File: src/hw/cnode_unit_defines.svh
// size constants of the check node unit, included by the package, the RTL stages and the testbench
`ifndef CNODE_UNIT_DEFINES_SVH
`define CNODE_UNIT_DEFINES_SVH

// ----------------------------------------
// datapath geometry
// ----------------------------------------

// inputs per beat as the pre-engine pair sort needs exactly two
`define CNODE_LANES 2

// width of one signed variable-to-check value
`define CNODE_NODE_W 4

// largest row degree of the parity matrix
`define CNODE_MAX_DEG 8

// beats of the longest row
`define CNODE_MAX_BEATS (`CNODE_MAX_DEG / `CNODE_LANES)

// ----------------------------------------
// min-sum correction
// ----------------------------------------

// offset subtracted from every outgoing magnitude
`define CNODE_OFFSET 1

`endif
File: src/hw/cnode_unit_pkg.sv
// types shared by the check node stages and the testbench, imported by wildcard where used
`include "cnode_unit_defines.svh"

package cnode_unit_pkg;

  // ----------------------------------------
  // scalar types
  // ----------------------------------------

  // signed input value from the variable nodes
  typedef logic signed [`CNODE_NODE_W-1:0] node_t;

  // unsigned magnitude, same width so that |-8| = 8 still fits
  typedef logic [`CNODE_NODE_W-1:0] mag_t;

  // outgoing check-to-variable message, one bit wider than the input
  typedef logic signed [`CNODE_NODE_W:0] msg_t;

  // position of an input inside a row
  typedef logic [$clog2(`CNODE_MAX_DEG)-1:0] idx_t;

  // number of inputs of a row, 1 .. CNODE_MAX_DEG
  typedef logic [$clog2(`CNODE_MAX_DEG+1)-1:0] cnt_t;

  // magnitude code of an unused lane
  // real inputs top out at 2**(W-1), so all ones never comes from data
  localparam mag_t MAG_UNUSED = '1;

  // ----------------------------------------
  // compressed row result
  // ----------------------------------------

  typedef struct packed {
    mag_t                     min1;       // smallest magnitude
    mag_t                     min2;       // second smallest
    idx_t                     min1_idx;   // where min1 sits
    logic                     prod_sign;  // xor of all input signs
    logic [`CNODE_MAX_DEG-1:0] vn_sign;   // input k at bit k
    cnt_t                     vn_cnt;     // used inputs of the row
  } cnode_res_t;

endpackage

File: src/hw/cnode_beat_if.sv
// one pre-processed beat, driven by the pre-engine and consumed by the min search
`timescale 1ns/1ps
`include "cnode_unit_defines.svh"

interface cnode_beat_if
  import cnode_unit_pkg::*;
();

  // ----------------------------------------
  // framing
  // ----------------------------------------

  logic sop;
  logic val;
  logic eop;

  // ----------------------------------------
  // payload
  // ----------------------------------------

  // sign per lane, unused lanes carry 0
  logic [`CNODE_LANES-1:0] sign;
  // sorted magnitudes of the lane pair
  mag_t                    lmin;
  mag_t                    lmax;
  // lane holding lmin
  logic                    lidx;

  // pre-engine side
  modport src (output sop, val, eop, sign, lmin, lmax, lidx);

  // search engine side
  modport dst (input sop, val, eop, sign, lmin, lmax, lidx);

endinterface

File: src/hw/cnode_unit.sv
// top level of the min-sum check node unit, pre-engine, min search and message generator in a row
`timescale 1ns/1ps
`include "cnode_unit_defines.svh"

module cnode_unit
  import cnode_unit_pkg::*;
(
  input  logic                      iclk,
  input  logic                      ireset,
  input  logic                      iclkena,
  // variable-to-check beats
  input  logic                      isop,
  input  logic                      ival,
  input  logic                      ieop,
  input  logic [`CNODE_LANES-1:0]   imask,
  input  node_t                     ivnode [`CNODE_LANES],
  // compressed row result
  output logic                      orow_val,
  output mag_t                      omin1,
  output mag_t                      omin2,
  output idx_t                      omin1_idx,
  output logic                      oprod_sign,
  output logic [`CNODE_MAX_DEG-1:0] ovn_sign,
  output cnt_t                      ovn_cnt,
  // check-to-variable messages
  output logic                      omsg_val,
  output msg_t                      omsg [`CNODE_LANES],
  output logic                      omsg_last
);

  // ----------------------------------------
  // internal links
  // ----------------------------------------

  cnode_beat_if beat_bus ();

  logic       res_val;
  cnode_res_t res;

  // ----------------------------------------
  // stages
  // ----------------------------------------

  cnode_pre_engine u_pre_engine (
    .iclk    (iclk),
    .ireset  (ireset),
    .iclkena (iclkena),
    .isop    (isop),
    .ival    (ival),
    .ieop    (ieop),
    .imask   (imask),
    .ivnode  (ivnode),
    .beat    (beat_bus.src)
  );

  cnode_min_search u_min_search (
    .iclk    (iclk),
    .ireset  (ireset),
    .iclkena (iclkena),
    .beat    (beat_bus.dst),
    .res_val (res_val),
    .res     (res)
  );

  cnode_msg_gen u_msg_gen (
    .iclk      (iclk),
    .ireset    (ireset),
    .iclkena   (iclkena),
    .res_val   (res_val),
    .res       (res),
    .omsg_val  (omsg_val),
    .omsg      (omsg),
    .omsg_last (omsg_last)
  );

  // result struct broken out to ports
  assign orow_val   = res_val;
  assign omin1      = res.min1;
  assign omin2      = res.min2;
  assign omin1_idx  = res.min1_idx;
  assign oprod_sign = res.prod_sign;
  assign ovn_sign   = res.vn_sign;
  assign ovn_cnt    = res.vn_cnt;

endmodule

File: src/hw/cnode_msg_gen.sv
// expands a compressed row result into offset min-sum check-to-variable messages, two per beat
`timescale 1ns/1ps
`include "cnode_unit_defines.svh"

module cnode_msg_gen
  import cnode_unit_pkg::*;
(
  input  logic       iclk,
  input  logic       ireset,
  input  logic       iclkena,
  input  logic       res_val,
  input  cnode_res_t res,
  output logic       omsg_val,
  output msg_t       omsg [`CNODE_LANES],
  output logic       omsg_last
);

  localparam int BCNT_W = $clog2(`CNODE_MAX_BEATS);

  // emission state
  logic              busy;
  logic [BCNT_W-1:0] beat_cnt;
  cnode_res_t        res_q;

  // beats of the latched row and last-beat flag
  cnt_t              nbeats;
  logic              last;
  idx_t              lane_pos [`CNODE_LANES];

  // one outgoing message for input k of row r
  function automatic msg_t gen_msg(input cnode_res_t r, input idx_t k);
    mag_t mag;
    mag_t cor;
    msg_t m;
    // the min1 holder gets the second smallest
    mag = (k == r.min1_idx) ? r.min2 : r.min1;
    // offset correction, clipped at zero
    if (mag > mag_t'(`CNODE_OFFSET)) begin
      cor = mag - mag_t'(`CNODE_OFFSET);
    end else begin
      cor = '0;
    end
    m = msg_t'({1'b0, cor});
    // own sign removed from the row product
    if (r.prod_sign ^ r.vn_sign[k]) begin
      m = -m;
    end
    return m;
  endfunction

  // ----------------------------------------
  // beat sequencing
  // ----------------------------------------

  assign nbeats = (res_q.vn_cnt + cnt_t'(1)) >> 1;
  assign last   = (cnt_t'(beat_cnt) == nbeats - cnt_t'(1));

  always_ff @(posedge iclk or posedge ireset) begin
    if (ireset) begin
      busy     <= 1'b0;
      beat_cnt <= '0;
    end else if (iclkena) begin
      if (res_val) begin
        // new row may start on the last beat of the previous one
        busy     <= 1'b1;
        beat_cnt <= '0;
      end else if (busy) begin
        if (last) begin
          busy <= 1'b0;
        end else begin
          beat_cnt <= beat_cnt + 1'b1;
        end
      end
    end
  end

  always_ff @(posedge iclk) begin
    if (iclkena && res_val) begin
      res_q <= res;
    end
  end

  // ----------------------------------------
  // message lanes
  // ----------------------------------------

  always_comb begin
    for (int l = 0; l < `CNODE_LANES; l++) begin
      lane_pos[l] = idx_t'(int'(beat_cnt) * `CNODE_LANES + l);
    end
  end

  always_comb begin
    for (int l = 0; l < `CNODE_LANES; l++) begin
      // lanes past the row degree stay zero
      if (cnt_t'(lane_pos[l]) < res_q.vn_cnt) begin
        omsg[l] = gen_msg(res_q, lane_pos[l]);
      end else begin
        omsg[l] = '0;
      end
    end
  end

  assign omsg_val  = busy;
  assign omsg_last = busy & last;

  // upstream row spacing keeps results from overrunning the emission
  a_no_overrun : assert property (@(posedge iclk) disable iff (ireset)
    (iclkena && res_val && busy) |-> last)
    else $error("row result arrived during message emission");

endmodule

File: src/hw/cnode_min_search.sv
// row-wide min-sum reduction of sorted beats into one compressed check node result
`timescale 1ns/1ps
`include "cnode_unit_defines.svh"

module cnode_min_search
  import cnode_unit_pkg::*;
(
  input  logic       iclk,
  input  logic       ireset,
  input  logic       iclkena,
  cnode_beat_if.dst  beat,
  output logic       res_val,
  output cnode_res_t res
);

  localparam int BCNT_W = $clog2(`CNODE_MAX_BEATS);

  // control
  logic                      row_open;
  logic [BCNT_W-1:0]         beat_cnt;

  // running accumulators of the open row
  mag_t                      acc_min1;
  mag_t                      acc_min2;
  idx_t                      acc_idx;
  logic                      acc_psign;
  logic [`CNODE_MAX_DEG-1:0] acc_vsign;
  cnt_t                      acc_cnt;

  // merge of the current beat into the accumulators
  logic [BCNT_W-1:0]         bidx;
  idx_t                      new_idx;
  cnt_t                      beat_used;
  mag_t                      nxt_min1;
  mag_t                      nxt_min2;
  idx_t                      nxt_idx;
  logic                      nxt_psign;
  logic [`CNODE_MAX_DEG-1:0] nxt_vsign;
  cnt_t                      nxt_cnt;

  // ----------------------------------------
  // beat position and used count
  // ----------------------------------------

  // sop restarts numbering even if the counter was left elsewhere
  assign bidx    = beat.sop ? '0 : beat_cnt;
  // row position = beat * 2 + lane
  assign new_idx = idx_t'({bidx, beat.lidx});
  // only the larger slot can hold an unused lane
  assign beat_used = (beat.lmax == MAG_UNUSED) ? cnt_t'(1) : cnt_t'(2);

  // ----------------------------------------
  // min1 / min2 merge
  // ----------------------------------------

  always_comb begin
    if (beat.sop) begin
      nxt_min1 = beat.lmin;
      nxt_min2 = beat.lmax;
      nxt_idx  = new_idx;
    end else if (beat.lmin < acc_min1) begin
      // new beat takes min1, old min1 competes with the pair's lmax
      nxt_min1 = beat.lmin;
      nxt_idx  = new_idx;
      nxt_min2 = (acc_min1 < beat.lmax) ? acc_min1 : beat.lmax;
    end else begin
      // equal magnitude keeps the earlier position
      nxt_min1 = acc_min1;
      nxt_idx  = acc_idx;
      nxt_min2 = (beat.lmin < acc_min2) ? beat.lmin : acc_min2;
    end
  end

  // sign vector, sign product and input count
  always_comb begin
    nxt_vsign = beat.sop ? '0 : acc_vsign;
    for (int l = 0; l < `CNODE_LANES; l++) begin
      nxt_vsign[int'(bidx)*`CNODE_LANES + l] = beat.sign[l];
    end
    nxt_psign = (beat.sop ? 1'b0 : acc_psign) ^ (^beat.sign);
    nxt_cnt   = (beat.sop ? cnt_t'(0) : acc_cnt) + beat_used;
  end

  // ----------------------------------------
  // registers
  // ----------------------------------------

  always_ff @(posedge iclk or posedge ireset) begin
    if (ireset) begin
      row_open <= 1'b0;
      beat_cnt <= '0;
      res_val  <= 1'b0;
    end else if (iclkena) begin
      res_val <= beat.val & beat.eop;
      if (beat.val) begin
        row_open <= ~beat.eop;
        beat_cnt <= beat.eop ? '0 : bidx + 1'b1;
      end
    end
  end

  always_ff @(posedge iclk) begin
    if (iclkena && beat.val) begin
      acc_min1  <= nxt_min1;
      acc_min2  <= nxt_min2;
      acc_idx   <= nxt_idx;
      acc_psign <= nxt_psign;
      acc_vsign <= nxt_vsign;
      acc_cnt   <= nxt_cnt;
      // result of the closing beat
      if (beat.eop) begin
        res.min1      <= nxt_min1;
        res.min2      <= nxt_min2;
        res.min1_idx  <= nxt_idx;
        res.prod_sign <= nxt_psign;
        res.vn_sign   <= nxt_vsign;
        res.vn_cnt    <= nxt_cnt;
      end
    end
  end

  // row framing as seen two stages after the input
  a_no_nested_sop : assert property (@(posedge iclk) disable iff (ireset)
    (iclkena && beat.val && row_open) |-> !beat.sop)
    else $error("sop inside an open row");

  a_no_orphan_beat : assert property (@(posedge iclk) disable iff (ireset)
    (iclkena && beat.val && !row_open) |-> beat.sop)
    else $error("beat outside of a row");

endmodule

File: src/hw/cnode_pre_engine.sv
// two-stage front end that splits sign and magnitude and then sorts the lane pair
`timescale 1ns/1ps
`include "cnode_unit_defines.svh"

module cnode_pre_engine
  import cnode_unit_pkg::*;
(
  input  logic                    iclk,
  input  logic                    ireset,
  input  logic                    iclkena,
  input  logic                    isop,
  input  logic                    ival,
  input  logic                    ieop,
  input  logic [`CNODE_LANES-1:0] imask,
  input  node_t                   ivnode [`CNODE_LANES],
  cnode_beat_if.src               beat
);

  // stage one registers
  logic                    val1;
  logic                    sop1;
  logic                    eop1;
  logic [`CNODE_LANES-1:0] sign1;
  mag_t                    mag1 [`CNODE_LANES];

  // lane 1 strictly smaller so ties stay on lane 0
  logic                    lane_swap;

  // two's complement magnitude where -8 maps to 8
  function automatic mag_t abs_mag(input node_t v);
    logic s;
    s = v[`CNODE_NODE_W-1];
    return mag_t'(v ^ {`CNODE_NODE_W{s}}) + mag_t'(s);
  endfunction

  // ----------------------------------------
  // stage one splits sign and magnitude
  // ----------------------------------------

  always_ff @(posedge iclk or posedge ireset) begin
    if (ireset) begin
      val1 <= 1'b0;
    end else if (iclkena) begin
      val1 <= ival;
    end
  end

  always_ff @(posedge iclk) begin
    if (iclkena && ival) begin
      sop1 <= isop;
      eop1 <= ieop;
      for (int l = 0; l < `CNODE_LANES; l++) begin
        // unused lane never wins a minimum and leaves the sign product alone
        if (imask[l]) begin
          sign1[l] <= ivnode[l][`CNODE_NODE_W-1];
          mag1[l]  <= abs_mag(ivnode[l]);
        end else begin
          sign1[l] <= 1'b0;
          mag1[l]  <= MAG_UNUSED;
        end
      end
    end
  end

  // ----------------------------------------
  // stage two sorts the lane pair
  // ----------------------------------------

  assign lane_swap = (mag1[1] < mag1[0]);

  always_ff @(posedge iclk or posedge ireset) begin
    if (ireset) begin
      beat.val <= 1'b0;
    end else if (iclkena) begin
      beat.val <= val1;
    end
  end

  always_ff @(posedge iclk) begin
    if (iclkena && val1) begin
      beat.sop  <= sop1;
      beat.eop  <= eop1;
      beat.sign <= sign1;
      beat.lmin <= lane_swap ? mag1[1] : mag1[0];
      beat.lmax <= lane_swap ? mag1[0] : mag1[1];
      beat.lidx <= lane_swap;
    end
  end

  // a beat must carry at least one real input
  a_lane_used : assert property (@(posedge iclk) disable iff (ireset)
    (iclkena && ival) |-> (|imask))
    else $error("input beat with no used lane");

endmodule

File: config.mk
export PLATFORM = sky130hd
export DESIGN_NAME = cnode_unit
export DESIGN_NICKNAME = d
export VERILOG_FILES = /design/src/hw/cnode_unit_pkg.sv /design/src/hw/cnode_beat_if.sv /design/src/hw/cnode_unit.sv /design/src/hw/cnode_msg_gen.sv /design/src/hw/cnode_min_search.sv /design/src/hw/cnode_pre_engine.sv
export VERILOG_INCLUDE_DIRS = /design/src /design/src/hw
export SDC_FILE = /design/constraint.sdc
export NUM_CORES = 1
export LEC_CHECK = 0
export BUFFER_PORTS_ARGS = -buffer_cell sky130_fd_sc_hd__buf_2
export CORE_MARGIN = 4
export CORE_UTILIZATION = 59
export DETAILED_ROUTE_END_ITERATION = 12
export PLACE_DENSITY = 0.8
export SETUP_SLACK_MARGIN = 0.4
export SLEW_MARGIN = 15
export SYNTH_ARGS = -nofsm -noshare
export SYNTH_HDL_FRONTEND = slang
export SYNTH_SLANG_ARGS = --single-unit
File: constraint.sdc
create_clock -name iclk -period 3.93 [get_ports iclk]
set_input_delay 0 -clock iclk [delete_from_list [all_inputs] [get_ports iclk]]
set_output_delay 0 -clock iclk [all_outputs]
set_load 0.01 [all_outputs]
# After elaboration in Yosys (flattened, before gate mapping)
# Memory sizes are Yosys's and may differ from the RTL's.
# Cells that the tools add are included.
# totals
regBits	97
ramBits	8
out_inout_bits	37
elab_cells	143
n_memories	1
# mem_list
memory	words	width	read_ports	rd_ports_with_merged_regs	write_ports	line	text
u_pre_engine.mag1	2	4	2	0	2	cnode_pre_engine.sv:24	mag_t mag1 [`CNODE_LANES];
# op_classes
addsub	13
order_cmp	14
n_eq_ne	5
n_mux	56
bitwise_logic	9
n_reduce_logical	11
# ops
op	count
4-bit 2-to-1 mux	17
32-bit by 1-bit greater-or-equal comparator with 1-bit output (second input constant)	1
32-bit by 5-bit less-than comparator with 1-bit output (second input constant)	1
1-bit 2-to-1 mux	20
5-bit 2-to-1 mux	4
8-bit bitwise mux	2
4-bit less-than comparator	4
3-bit by 4-bit less-than comparator with 1-bit output (second input constant)	3
2-bit 2-to-1 mux	6
4-bit negation with 5-bit output	2
4-bit by 1-bit adder with 4-bit output	2
4-bit by 1-bit greater-than comparator with 1-bit output (second input constant)	2
3-bit by 4-bit less-than comparator with 1-bit output	2
8-bit 2-to-1 mux	1
4-bit by 1-bit subtractor with 4-bit output (second input constant)	2
4-bit XOR	2
3-bit equality test	2
1-bit logical AND	6
3-bit 2-to-1 mux	2
2-bit by 1-bit adder with 2-bit output (second input constant)	2
3-bit by 1-bit adder with 4-bit output (second input constant)	1
4-bit by 1-bit adder with 4-bit output (second input constant)	1
4-bit adder	1
2-bit by 4-bit equality test with 1-bit output	1
16 further kinds	21

# Depth between registers and ports, before layout
# Gate-level depths: netlist of the first run.
# logic_depth
ltp_word	9
ltp_mapped	14
mapped_depth_nobuf	12

# By module
# A second synthesis of the first run with hierarchy kept.
# hier_totals
hier_cells	410
area_unflattened_um2	5331.4
# by_module_without_submodules
module	n_inst	cells_each	area_each_um2	seq_area_each_um2
cnode_min_search	1	175	2417.3	1516.5
cnode_msg_gen	1	144	1671.6	795.8
cnode_pre_engine	1	91	1242.4	760.7

# Least setup slack after synthesis of the first run
# Ideal clock, no wire load.
# synth_timing
path_kind	flip-flop to output port
startpoint	register u_msg_gen.beat_cnt[1]
endpoint	output port omsg[6] (netlist name)
arrival_time_ps	3136
t_required_ps	3930
setup_slack_ps	794
path_stages_with_launch	13
path_buffers	1
path_cell_list	dfrtp_1 > buf_6 > xor2_2 > nor3_1 > mux2_2 > ha_1 > or2_2 > a21oi_1 > mux2i_1 > ha_1 > inv_1 > mux2_2 > nor2_1
# synth_rtl
item	line	text
start, declared	cnode_msg_gen.sv:22	logic [BCNT_W-1:0] beat_cnt;
start signal, assigned	cnode_msg_gen.sv:71	beat_cnt <= beat_cnt + 1'b1;
end, declared	cnode_unit.sv:27	output msg_t omsg [`CNODE_LANES],

==> results of run 1 <==
==> cell usage after synthesis, types with 2 or more instances <==
library cell / number
a21boi_0: 2
a21o_1: 10
a21oi_1: 17
a221oi_1: 3
a22o_1: 4
a31oi_1: 7
and2_1: 3
and3_1: 2
buf_6: 2
clkbuf_1: 4
dfrtp_1: 8
dfxtp_1: 4
edfxtp_1: 93
fa_1: 2
ha_1: 34
inv_1: 39
mux2_2: 13
mux2i_1: 12
mux4_1: 2
mux4_2: 2
nand2_1: 16
nand2b_1: 11
nand3_1: 6
nor2_1: 39
nor2b_1: 6
nor3_1: 4
o211ai_1: 3
o21a_1: 4
o21ai_0: 13
o22a_1: 3
o31ai_1: 4
or2_2: 3
xnor2_1: 10
xor2_1: 12
==> cell usage in the layout (no fill, tap or decap), types with 7 or more instances in the layout <==
master         netlist  final
o21ai_0             13     13
nor2_1              39     37
inv_1               39     39
buf_2                0     52
a31oi_1              7      7
mux2i_1             12     12
xnor2_1             10     10
dlygate4sd3_1        0      8
mux2_2              13     13
clkbuf_8             0      9
buf_4                0      7
a21o_1              10     10
ha_1                34     32
nand2_1             16     16
a21oi_1             17     16
xor2_1              12     11
nand2b_1            11     11
edfxtp_1            93     93
==> layer usage <==
| layer | part of all wire, % | GRT usage, % | routed length, um | vias up |
|---|---|---|---|---|
| li1 | - | - | - | 1641 |
| met1 | 41 | 23.5 | 3980 | 1622 |
| met2 | 53 | 34.3 | 5140 | 96 |
| met3 | 4.1 | 2.39 | 399 | 12 |
| met4 | 1.5 | 6.26 | 149 | 0 |
| met5 | 0 | 0 | 0 | - |
==> cell type report <==
| class | instances | area (um^2) | share of cell area (%) |
|---|---|---|---|
| Sequential cell | 105 | 3080 | 51.0 |
| Multi-Input combinational cell | 259 | 2050 | 33.9 |
| Timing Repair Buffer | 68 | 413 | 6.85 |
| Inverter | 40 | 150 | 2.49 |
| Tap cell | 108 | 135 | 2.24 |
| Clock buffer | 9 | 124 | 2.05 |
| Clock inverter | 7 | 85.1 | 1.41 |
==> registers in the layout, summed over array words and instances, names as in the netlist, 2 cells and up <==
name / count
u_min_search.acc_cnt: 4
u_min_search.acc_idx: 3
u_min_search.acc_min1: 4
u_min_search.acc_min2: 4
u_min_search.acc_vsign: 8
u_min_search.beat_cnt: 2
u_min_search.res: 24
u_msg_gen.beat_cnt: 2
u_msg_gen.res_q: 24
u_pre_engine.beat.lmax: 4
u_pre_engine.beat.lmin: 4
u_pre_engine.beat.sign: 2
u_pre_engine.mag1: 8
u_pre_engine.sign1: 2
==> through the flow <==
step / utilization, % / hold slack [ns] / cell area [um^2] / setup slack [ns]
floorplan: - / -0.184 / 5250 / 0.794
global placement: 64.8 / -0.0156 / 5620 / 0.881
detailed placement: 64.8 / -0.00983 / 5620 / 0.772
CTS: 68.2 / 0.00368 / 5920 / 0.430
global route: 69.5 / 0.00494 / 6030 / 0.319
finish: 69.5 / 0.0105 / 6030 / 0.568
==> power groups by stage <==
stage	combinational, mW	sequential (mW)	clock [mW]
3_3_place_gp	0.667	1.42	0
2_1_floorplan	0.530	1.40	0
3_5_place_dp	0.696	1.42	0
4_1_cts	0.709	1.40	0.669
6_report	0.774	1.40	0.661
5_1_grt	0.866	1.41	0.722
==> cell families after synthesis <==
kind of cell	count (synthesis)	synth area share, %
XOR/XNOR	23	3.98
AO/OA/AOI/OAI	77	9.73
buffers and inverters	46	3.58
flip-flops	105	58.5
AND/OR/NAND/NOR	94	8.37
multiplexers	29	6.94
adder cells (fa/ha/maj)	36	8.87
==> how the worst min path moves through the flow <==
stage,endpoint,slack (ns),start
5_1_grt,u_pre_engine.sign1[0],0.005,ivnode[7]
6_report,u_pre_engine.sign1[0],0.01,ivnode[7]
3_5_place_dp,u_msg_gen.omsg_val,-0.01,ireset
4_1_cts,u_pre_engine.sign1[0],0.004,ivnode[7]
3_3_place_gp,u_msg_gen.omsg_val,-0.02,ireset
2_1_floorplan,u_min_search.beat_cnt[0],-0.18,ireset
==> repair_timing <==
| item | CTS | global route |
|---|---|---|
| hold endpoints to repair | 21 | 0 |
| buffers inserted | 0 | 6 |
| pin swaps | 0 | 4 |
| endpoints found under the setup margin | 2 | 7 |
| gates resized for setup | 2 | 10 |
| hold buffers | 8 | 0 |
==> worst max-delay path, delay by kind of cell, from the launching register on <==
family	cells	cell delay (ns)
buffers and inverters	1	0.15
AND/OR/NAND/NOR	4	0.93
multiplexers	1	0.30
XOR/XNOR	2	0.38
adder cells (fa/ha/maj)	2	0.43
flip-flops	1	0.50
AO/OA/AOI/OAI	2	0.31
==> out/results.txt, run 1 <==
switching share of power -> 31.4%
data required time of the worst path -> 3.93 ns
clock share of power -> 23.3%
relative slew slack -> 28.5%
Worst-Margin Slew -> 1.07 ns
Die Height -> 102 um
Slowest cell on crit path -> dfrtp_2
Fin. Hold Viols -> 0
Final Cycle Share -> 85.6%
fin. max-slew vios -> 0
routed vias/inst -> 5.66
Syn. warnings -> 0
FP Rows -> 34
clock latency at the later pin of the worst-skew pair -> 0.37 ns
synth unique cells -> 47
startpoint types -> flop
die footprint -> 10500 um^2
Internal -> 1.95 mW
Worst EP arrival -> 3.36 ns
Post-synth ARST share -> 7.62%
vias in the first global route -> 3314
reg-to-reg critical path startpoint -> u_pre_engine.beat.lmin[1]
clock transition at the registers of the reported paths -> 0.12 ns
Post-Syn Instances -> 410
global route overflow -> 0
CTS tree -> done
antenna-violating nets left -> 0
WS Path Type -> reg -> out
P&R area growth vs syn -> 14.9%
number of I/O port buffers -> 52
total global-route track usage -> 18.9%
unrepaired setup endpoints after global routing -> false
CP cell instances -> xor2_4 -> or3_4 -> mux2_2 -> ha_1 -> or2_2 -> o311ai_0 -> o211ai_1 -> ha_2 -> nor2_2 -> xor2_1 -> nor2_1 -> buf_2
clock root cell -> clkbuf_8
number of max-cap violations -> 0
hpwl dp -> 7030 um
worst r2r dst -> u_min_search.acc_min1[0]
H-tree levels -> 3
Main synth FF type -> edfxtp_1
post-synthesis sequential area ratio -> 58.5%
Remaining DRCs -> 0
first-pass GRT wire length -> 15500 um
Placed Instances -> 566
Starting Density -> 60.5%
worst reg-to-reg path cell count -> 7
Filler Cells Inserted -> 600
Clock Path Buffers -> 2
core area -> 8680 um^2
maximum vdd drop -> 0.254 mV
DR pass1 iterations -> 4
Hold Path Stages -> 2
Post-Route WL -> 9660 um
Avg WL per Cell -> 16.2 um
# nets final -> 535
crit-path max FO -> 5
initial antenna violation count -> 0
synth top area cells -> edfxtp_1 53%, ha_1 8.1%, dfrtp_1 3.8%, inv_1 2.8%, mux2_2 2.8%
# IOs -> 53
leakage -> 2.47 nW
gpl congestion -> 0.836
Hold/Removal Path Class -> in -> reg
logic gate share of total power -> 27.3%
status -> complete, no violations
1st-iter DRT viols -> 193
worst clock skew -> 0.0177 ns
total CTS buffers -> 9
EDFF count, synth -> 93
layout cell share with drive strength beyond 1 -> 21.9%
Antenna diodes -> 0
P_sw -> 890 uW
Worst setup endpoint -> omsg[2]
Worst Setup End Kind -> primary output
Post-Syn Nets -> 462
minimum clock period -> 3.36 ns
TNS Setup -> 0 ns
final setup vio count -> 0
R2R Setup Slk -> 1.53 ns
Synth Register Bits -> 105
PwrDens -> 471 nW/um^2
Die W -> 102 um
sequential power share -> 49.4%
Clock Sinks -> 105
largest net degree at the start of global routing -> 27
worst setup path start -> u_msg_gen.beat_cnt[1]
Post-Syn Area -> 5250 um^2
Mean Syn Cell Area -> 12.8 um^2
top achievable clock speed -> 297 MHz
post-synth top area share -> 53.2%
post-synth top area cell -> edfxtp_1
non-filler cells, final -> 596
Worst path max stage delay -> 0.50 ns
Total Power -> 2.84 mW
routed via count -> 3371
Note: power is estimated with default switching activity, not from simulation.
==> inputs of run 2 (changes only) <==
RECOVER_POWER = 100   (was not set)
==> run 2 against run 1 <==
The flow now finishes with violations (max-capacitance violations, max-slew violations). Combinational power fell by 2.8%. Via count rose by 0.62%. Sequential power barely moved. Utilization fell by 0.99 points. Flip-flop and latch count did not move. Final cell count did not move. Clock skew fell by 0.0031 ns. Maximum frequency fell by 3.2%. Cell area fell by 1.4%. Wire length rose by 0.28%. Non-clock buffer count did not move. Register-to-register slack got worse by 0.14 ns. Largest power group unchanged.
==> out/results.txt, run 2 (same netlist as run 1, synthesis figures left out) <==
worst clock skew -> 0.0146 ns (-0.00313 ns)
Worst EP arrival -> 3.47 ns (+0.11 ns)
vias in the first global route -> 3314 (unchanged)
initial antenna violation count -> 0 (unchanged)
post-route cell area -> 5940 um^2 (-1.4%)
CP cell instances -> xor2_1 -> or3_1 -> mux2_2 -> ha_1 -> or2_2 -> o311ai_0 -> o211ai_1 -> ha_1 -> nor2_2 -> xor2_1 -> nor2_1 -> buf_2
H-tree levels -> 3 (unchanged)
dpl ws -> 0.772 ns (unchanged)
delay-heaviest family, CP -> simple AND/OR/NAND/NOR gates
number of I/O port buffers -> 52 (unchanged)
crit-path max FO -> 5 (unchanged)
clock root cell -> clkbuf_8
1st-iter DRT viols -> 175 (-9.3%)
data required time of the worst path -> 3.93 ns (about the same)
Hold/Removal Path Class -> in -> reg
Clock Sinks -> 105 (unchanged)
Clock Path Buffers -> 2 (unchanged)
final setup vio count -> 0 (unchanged)
WS Path Type -> reg -> out
Fin. Hold Viols -> 0 (unchanged)
maximum vdd drop -> 0.254 mV (about the same)
worst setup path start -> u_msg_gen.beat_cnt[1]
hpwl dp -> 7030 um (unchanged)
global route overflow -> 0 (unchanged)
total CTS buffers -> 9 (unchanged)
Antenna diodes -> 0 (unchanged)
Starting Density -> 60.5% (unchanged)
TNS Setup -> 0 ns (unchanged)
fin worst setup slack -> 0.456 ns (-0.112 ns)
total global-route track usage -> 18.9% (unchanged)
first-pass GRT wire length -> 15500 um (unchanged)
non-filler cells, final -> 596 (unchanged)
core area -> 8680 um^2 (unchanged)
Placed Instances -> 566 (unchanged)
reg-to-reg critical path startpoint -> u_min_search.acc_min1[1]
Final Cycle Share -> 88.4% (+2.8 points)
top achievable clock speed -> 288 MHz (-3.2%)
PwrDens -> 473 nW/um^2 (+0.43%)
gpl congestion -> 0.836 (unchanged)
Die Height -> 102 um (unchanged)
CTS tree -> done
status -> complete, but fails checks
# nets final -> 535 (unchanged)
fin. max-slew vios -> 26 (+26)
minimum clock period -> 3.47 ns (+0.112 ns)
Worst Setup End Kind -> primary output
most common cell after layout, fill and taps aside -> edfxtp_1
clock latency at the later pin of the worst-skew pair -> 0.37 ns (about the same)
failing checks -> max-capacitance violations, max-slew violations
Worst-Margin Slew -> 1.90 ns (+0.831 ns)
Worst path max stage delay -> 0.50 ns (about the same)
P&R area growth vs syn -> 13.2%
min-delay src -> ivnode[7]
top flop regs -> u_min_search.res (24), u_msg_gen.res_q (24)
# IOs -> 53 (unchanged)
die footprint -> 10500 um^2 (unchanged)
CP bufs+invs -> 1 (unchanged)
Die W -> 102 um (unchanged)
largest net degree at the start of global routing -> 27 (unchanged)
unrepaired setup endpoints after global routing -> false
routed vias/inst -> 5.69 (+0.62%)
relative slew slack -> -27.1% (-56 points)
clock transition at the registers of the reported paths -> 0.12 ns (about the same)
FP Rows -> 34 (unchanged)
leakage -> 2.38 nW (-3.8%)
Post-Route WL -> 9690 um (+0.28%)
number of max-cap violations -> 1 (+1)
Avg WL per Cell -> 16.3 um (+0.28%)
commonest cells after routing, fill and taps aside -> 93 x edfxtp_1, 39 x inv_1, 38 x nor2_1, 34 x ha_1, 32 x clkbuf_1
Placed Area -> 5620 um^2 (unchanged)
DR pass1 iterations -> 4 (unchanged)
startpoint types -> flop
Remaining DRCs -> 0 (unchanged)
routed via count -> 3392 (+0.62%)
layout cell share with drive strength beyond 1 -> 12.9% (-9.0 points)
antenna-violating nets left -> 0 (unchanged)
Slowest cell on crit path -> or3_1
-- run 2: cell types whose count changed in the layout (fill, tap and decap cells not counted), sizes merged --
cell / delta
buf: -32
clkbuf: +32
-- run 2: final cells by class --
cell class	count	area [um^2]
multi-input cells	259	2000
clock buffers	9	124
inverters	40	150
repair buffers	68	370
flip-flops and latches	105	3070
fillers	626	2740
clock inverters	7	85.1
well taps	108	135
-- run 2: metrics by stage --
step           hold WS (ns)  power, mW  utilization, %
3_5_place_dp       -0.00983       2.12            64.8
2_1_floorplan        -0.184       1.93               -
3_3_place_gp        -0.0156       2.08            64.8
5_1_grt             0.00509       2.97            68.5
4_1_cts             0.00368       2.78            68.2
6_report            0.00661       2.81            68.5
-- run 2: path summary, 6_finish.rpt --
| check | end | slack (ns) | depth (start not counted) |
|---|---|---|---|
| min reg2reg | u_pre_engine.beat.sop | 0.43 | 0 |
| min | u_pre_engine.sign1[0] | 0.007 | 2 |
| min in group asynchronous | u_msg_gen.omsg_val | 0.13 | 3 |
| max | omsg[2] | 0.46 | 12 |
| max in group asynchronous | u_msg_gen.beat_cnt[0] | 3.50 | 3 |
| max reg2reg | u_min_search.acc_min1[0] | 1.39 | 8 |
-- run 2: report_power, final --
group          switching (mW)  internal [mW]  leakage [nW]
Sequential             0.0741           1.32         0.986
Clock                   0.406          0.254         0.100
Combinational           0.402          0.350          1.29
Total                   0.881           1.93          2.38
-- run 2: timing repair --
| action | 4_1_cts | 5_1_grt |
|---|---|---|
| hold endpoints to repair | 21 | 0 |
| gates resized for setup | 2 | 10 |
| setup endpoints to repair | 2 | 7 |
| setup buffers | 0 | 6 |
| hold buffers | 8 | 0 |
| pin swaps | 0 | 4 |
-- run 2: worst register-to-register path, delay by kind of cell (launching register included) --
family,cells,cell delay (ns)
AOI/OAI and AO/OA,3,0.45
and+or+nand+nor,1,0.27
adders and majority gates,1,0.22
buffers and inverters,2,0.43
muxes,1,0.43
DFF,1,0.48
-- run 2: layer usage --
metal	part of all wire (%)	up-vias	global-route usage, %	wire length, um
met1	41	1639	23.5	4010
li1	-	1642	-	-
met2	53	101	34.3	5160
met3	3.8	10	2.39	369
met5	0	-	0	0
met4	1.5	0	6.26	143
==> inputs of run 3 (changes only) <==
ABC_AREA = 1   (was not set)
CTS_BUF_LIST = sky130_fd_sc_hd__clkbuf_8 sky130_fd_sc_hd__clkbuf_16   (was not set)
==> run 3 against run 2 <==
The run still ends with max-capacitance violations, max-slew violations left. Via count rose by 8.9%. Clock power decreased by 0.9%. Setup slack improved by 0.27 ns. Register-to-register slack improved by 0.26 ns. Synthesized cell count increased by 23%. Final cell count up 15%. Cell area shrank 0.82%. Die area up 0.74%. Count of clock-buffer cells in the layout unchanged. Sequential share of layout area up 0.41 points. Wire length decreased by 1.1%. Largest power group unchanged.
==> out/results.txt, run 3 <==
Clock Path Buffers -> 2 (unchanged)
layout cell share with drive strength beyond 1 -> 9.67% (-3.2 points)
Main synth FF type -> edfxtp_1
CP bufs+invs -> 4 (+3)
number of max-cap violations -> 1 (unchanged)
data required time of the worst path -> 3.93 ns (about the same)
die footprint -> 10500 um^2 (+0.74%)
Final Cycle Share -> 81.5% (-6.9 points)
routed vias/inst -> 5.38 (-5.5%)
reg-to-reg critical path startpoint -> u_pre_engine.beat.val
Post-synth ARST share -> 7.62% (unchanged)
Die W -> 103 um (+0.37%)
Mean Syn Cell Area -> 10.5 um^2 (-18%)
global route overflow -> 0 (unchanged)
P&R area growth vs syn -> 11.4%
Post-Syn Instances -> 506 (+23%)
most common cell after layout, fill and taps aside -> edfxtp_1
gpl congestion -> 0.879 (+5.2%)
Clock Sinks -> 105 (unchanged)
antenna-violating nets left -> 0 (unchanged)
R2R Setup Slk -> 1.65 ns (+0.26 ns)
# IOs -> 53 (unchanged)
post-synthesis sequential area ratio -> 58.1% (-0.47 points)
synth cell count leaders -> 93 x edfxtp_1, 86 x nand2_1, 83 x inv_1
routed via count -> 3694 (+8.9%)
core area -> 8720 um^2 (+0.49%)
failing checks -> max-capacitance violations, max-slew violations
WS Path Type -> reg -> out
Antenna diodes -> 0 (unchanged)
Hold Path Stages -> 3 (+1)
initial antenna violation count -> 0 (unchanged)
Storage cell area -> 3070 um^2 (about the same)
unrepaired setup endpoints after global routing -> false
relative slew slack -> -22.6% (+4.4 points)
Starting Density -> 60.7% (+0.19 points)
status -> complete, but fails checks
total CTS buffers -> 9 (unchanged)
Worst Setup End Kind -> primary output
Die Height -> 103 um (+0.37%)
clock latency at the later pin of the worst-skew pair -> 0.37 ns (about the same)
H-tree levels -> 3 (unchanged)
total global-route track usage -> 19.0% (+0.056 points)
Synth Register Bits -> 105 (unchanged)
Hold/Removal Path Class -> in -> reg
Hold Path End -> u_pre_engine.mag1[1][0]
crit-path max FO -> 9 (+4)
post-synth top area cell -> edfxtp_1
Post-Syn Nets -> 558 (+21%)
Syn. warnings -> 0 (unchanged)
hpwl dp -> 7390 um (+5.1%)
top achievable clock speed -> 312 MHz (+8.4%)
Post-Syn Area -> 5290 um^2 (+0.81%)
# nets final -> 626 (+17%)
worst clock skew -> 0.0173 ns (+0.00266 ns)
EDFF count, synth -> 93 (unchanged)
number of I/O port buffers -> 52 (unchanged)
maximum vdd drop -> 0.245 mV (-3.4%)
synth unique cells -> 39 (-17%)
fin. max-slew vios -> 25 (-3.8%)
first-pass GRT wire length -> 15600 um (+0.72%)
Worst-Margin Slew -> 1.83 ns (-0.0659 ns)
post-synth top area share -> 52.8% (-0.43 points)
leakage -> 2.54 nW (+6.8%)
TNS Setup -> 0 ns (unchanged)
minimum clock period -> 3.20 ns (-0.269 ns)
post-CTS sizing -> 0 (-2)
FP Rows -> 34 (unchanged)
worst reg-to-reg path cell count -> 2 (-6)
Filler Cells Inserted -> 646 (+3.2%)
multi-input logic area -> 1830 um^2 (-8.6%)
CTS tree -> done
PwrDens -> 472 nW/um^2 (about the same)
vias in the first global route -> 3550 (+7.1%)
Worst path max stage delay -> 0.50 ns (about the same)
most common cell in the netlist -> edfxtp_1
clock transition at the registers of the reported paths -> 0.12 ns (about the same)
final setup vio count -> 0 (unchanged)
startpoint types -> flop
Slowest cell on crit path -> o21ai_0
largest net degree at the start of global routing -> 29 (+7.4%)
Fin. Hold Viols -> 0 (unchanged)
commonest cells after routing, fill and taps aside -> 93 x edfxtp_1, 87 x nand2_1, 84 x inv_1, 36 x nor2_1, 36 x o21ai_0
delay-heaviest family, CP -> simple AND/OR/NAND/NOR gates
clock root cell -> clkbuf_8
Post-Route WL -> 9590 um (-1.1%)
top flop regs -> u_min_search.res (24), u_msg_gen.res_q (24)
Worst EP arrival -> 3.20 ns (-0.27 ns)
Avg WL per Cell -> 14.0 um (-14%)
min-delay src -> ivnode[3]
DR pass1 iterations -> 6 (+2)
hold_ws -> 0.0110 ns (+0.00443 ns)
1st-iter DRT viols -> 303 (+73%)
Remaining DRCs -> 0 (unchanged)
CP cell instances -> nand2_1 -> inv_2 -> nor2_4 -> nor2_1 -> o21ai_0 -> inv_1 -> ha_1 -> nor2_1 -> inv_1 -> nand3_1 -> nand2_1 -> ha_1 -> nor2_1 -> nand2_1 -> a21oi_2 -> clkbuf_1
synth top area cells -> edfxtp_1 53%, ha_1 8.0%, nand2_1 6.1%, inv_1 5.9%, dfrtp_1 3.8%
worst r2r dst -> u_min_search.res[23]
[run 3: cell types whose count changed in the layout (fill, tap and decap cells not counted), moves of 6 or more]
cell and change:
a21o_1 -10, a21oi_1 +6, buf_4 -6, inv_1 +45
mux2_2 -9, mux2i_1 -12, nand2_1 +71, nand2_2 +6
nand2b_1 -11, nand3_1 +24, nor2b_1 -6, o21ai_0 +23
xnor2_1 -6
[run 3: metrics by stage]
step	std cells	utilization [%]	setup slack, ns	power (mW)	cell area, um^2
detailed placement	661	64.8	1.30	2.17	5660
global placement	661	64.8	1.46	2.12	5660
global route	687	67.6	0.354	2.96	5890
CTS	687	68.3	0.879	2.81	5960
floorplan	506	-	1.59	1.96	5290
finish	687	67.6	0.725	2.78	5890
[run 3: cell families after synthesis]
family	count (synthesis)	share of synthesized area (%)
AO/OA/AOI/OAI	87	9.46
XOR/XNOR	15	2.48
adder cells (fa/ha/maj)	36	8.80
buffers and inverters	92	6.86
flip-flops	105	58.1
multiplexers	1	0.213
AND/OR/NAND/NOR	170	14.1
[run 3: worst reg2reg max path: stages, from the launching register on]
cell and delay [ns]:
dfrtp_1 0.36, nand2_1 0.11, nor2_1 1.39
[run 3: cell type report]
class	count	share of cell area [%]
Timing Repair Buffer	62	5.44
Tap cell	108	2.29
Sequential cell	105	52.1
Inverter	87	5.58
Clock buffer	9	2.10
Clock inverter	7	1.36
Multi-Input combinational cell	309	31.1
[run 3: per-layer routing]
layer / vias to the layer above / track usage, % / share of wire, %
li1: 1835 / - / -
met1: 1713 / 23.5 / 42
met3: 19 / 2.44 / 5.3
met2: 127 / 34.5 / 51
met4: 0 / 6.26 / 1.6
met5: - / 0 / 0
[run 3: report_power, final]
part	total [mW]	switching [mW]	internal (mW)
logic	0.743	0.476	0.267
registers	1.39	0.0627	1.32
clock network	0.654	0.400	0.254
[run 3: timing repair]
action | 4_1_cts | 5_1_grt
setup buffers | 0 | 0
hold buffers | 10 | 0
hold endpoints to repair | 17 | 0
[run 3: how the worst max path moves through the flow]
stage	start	to	slack (ns)	cells after the start
floorplan	u_msg_gen.beat_cnt[0]	omsg[2]	1.59	16
global placement	u_msg_gen.beat_cnt[0]	omsg[2]	1.46	17
detailed placement	u_msg_gen.beat_cnt[0]	omsg[2]	1.30	17
CTS	u_msg_gen.beat_cnt[0]	omsg[2]	0.88	17
global route	u_msg_gen.beat_cnt[0]	omsg[7]	0.35	17
finish	u_msg_gen.beat_cnt[1]	omsg[7]	0.73	16
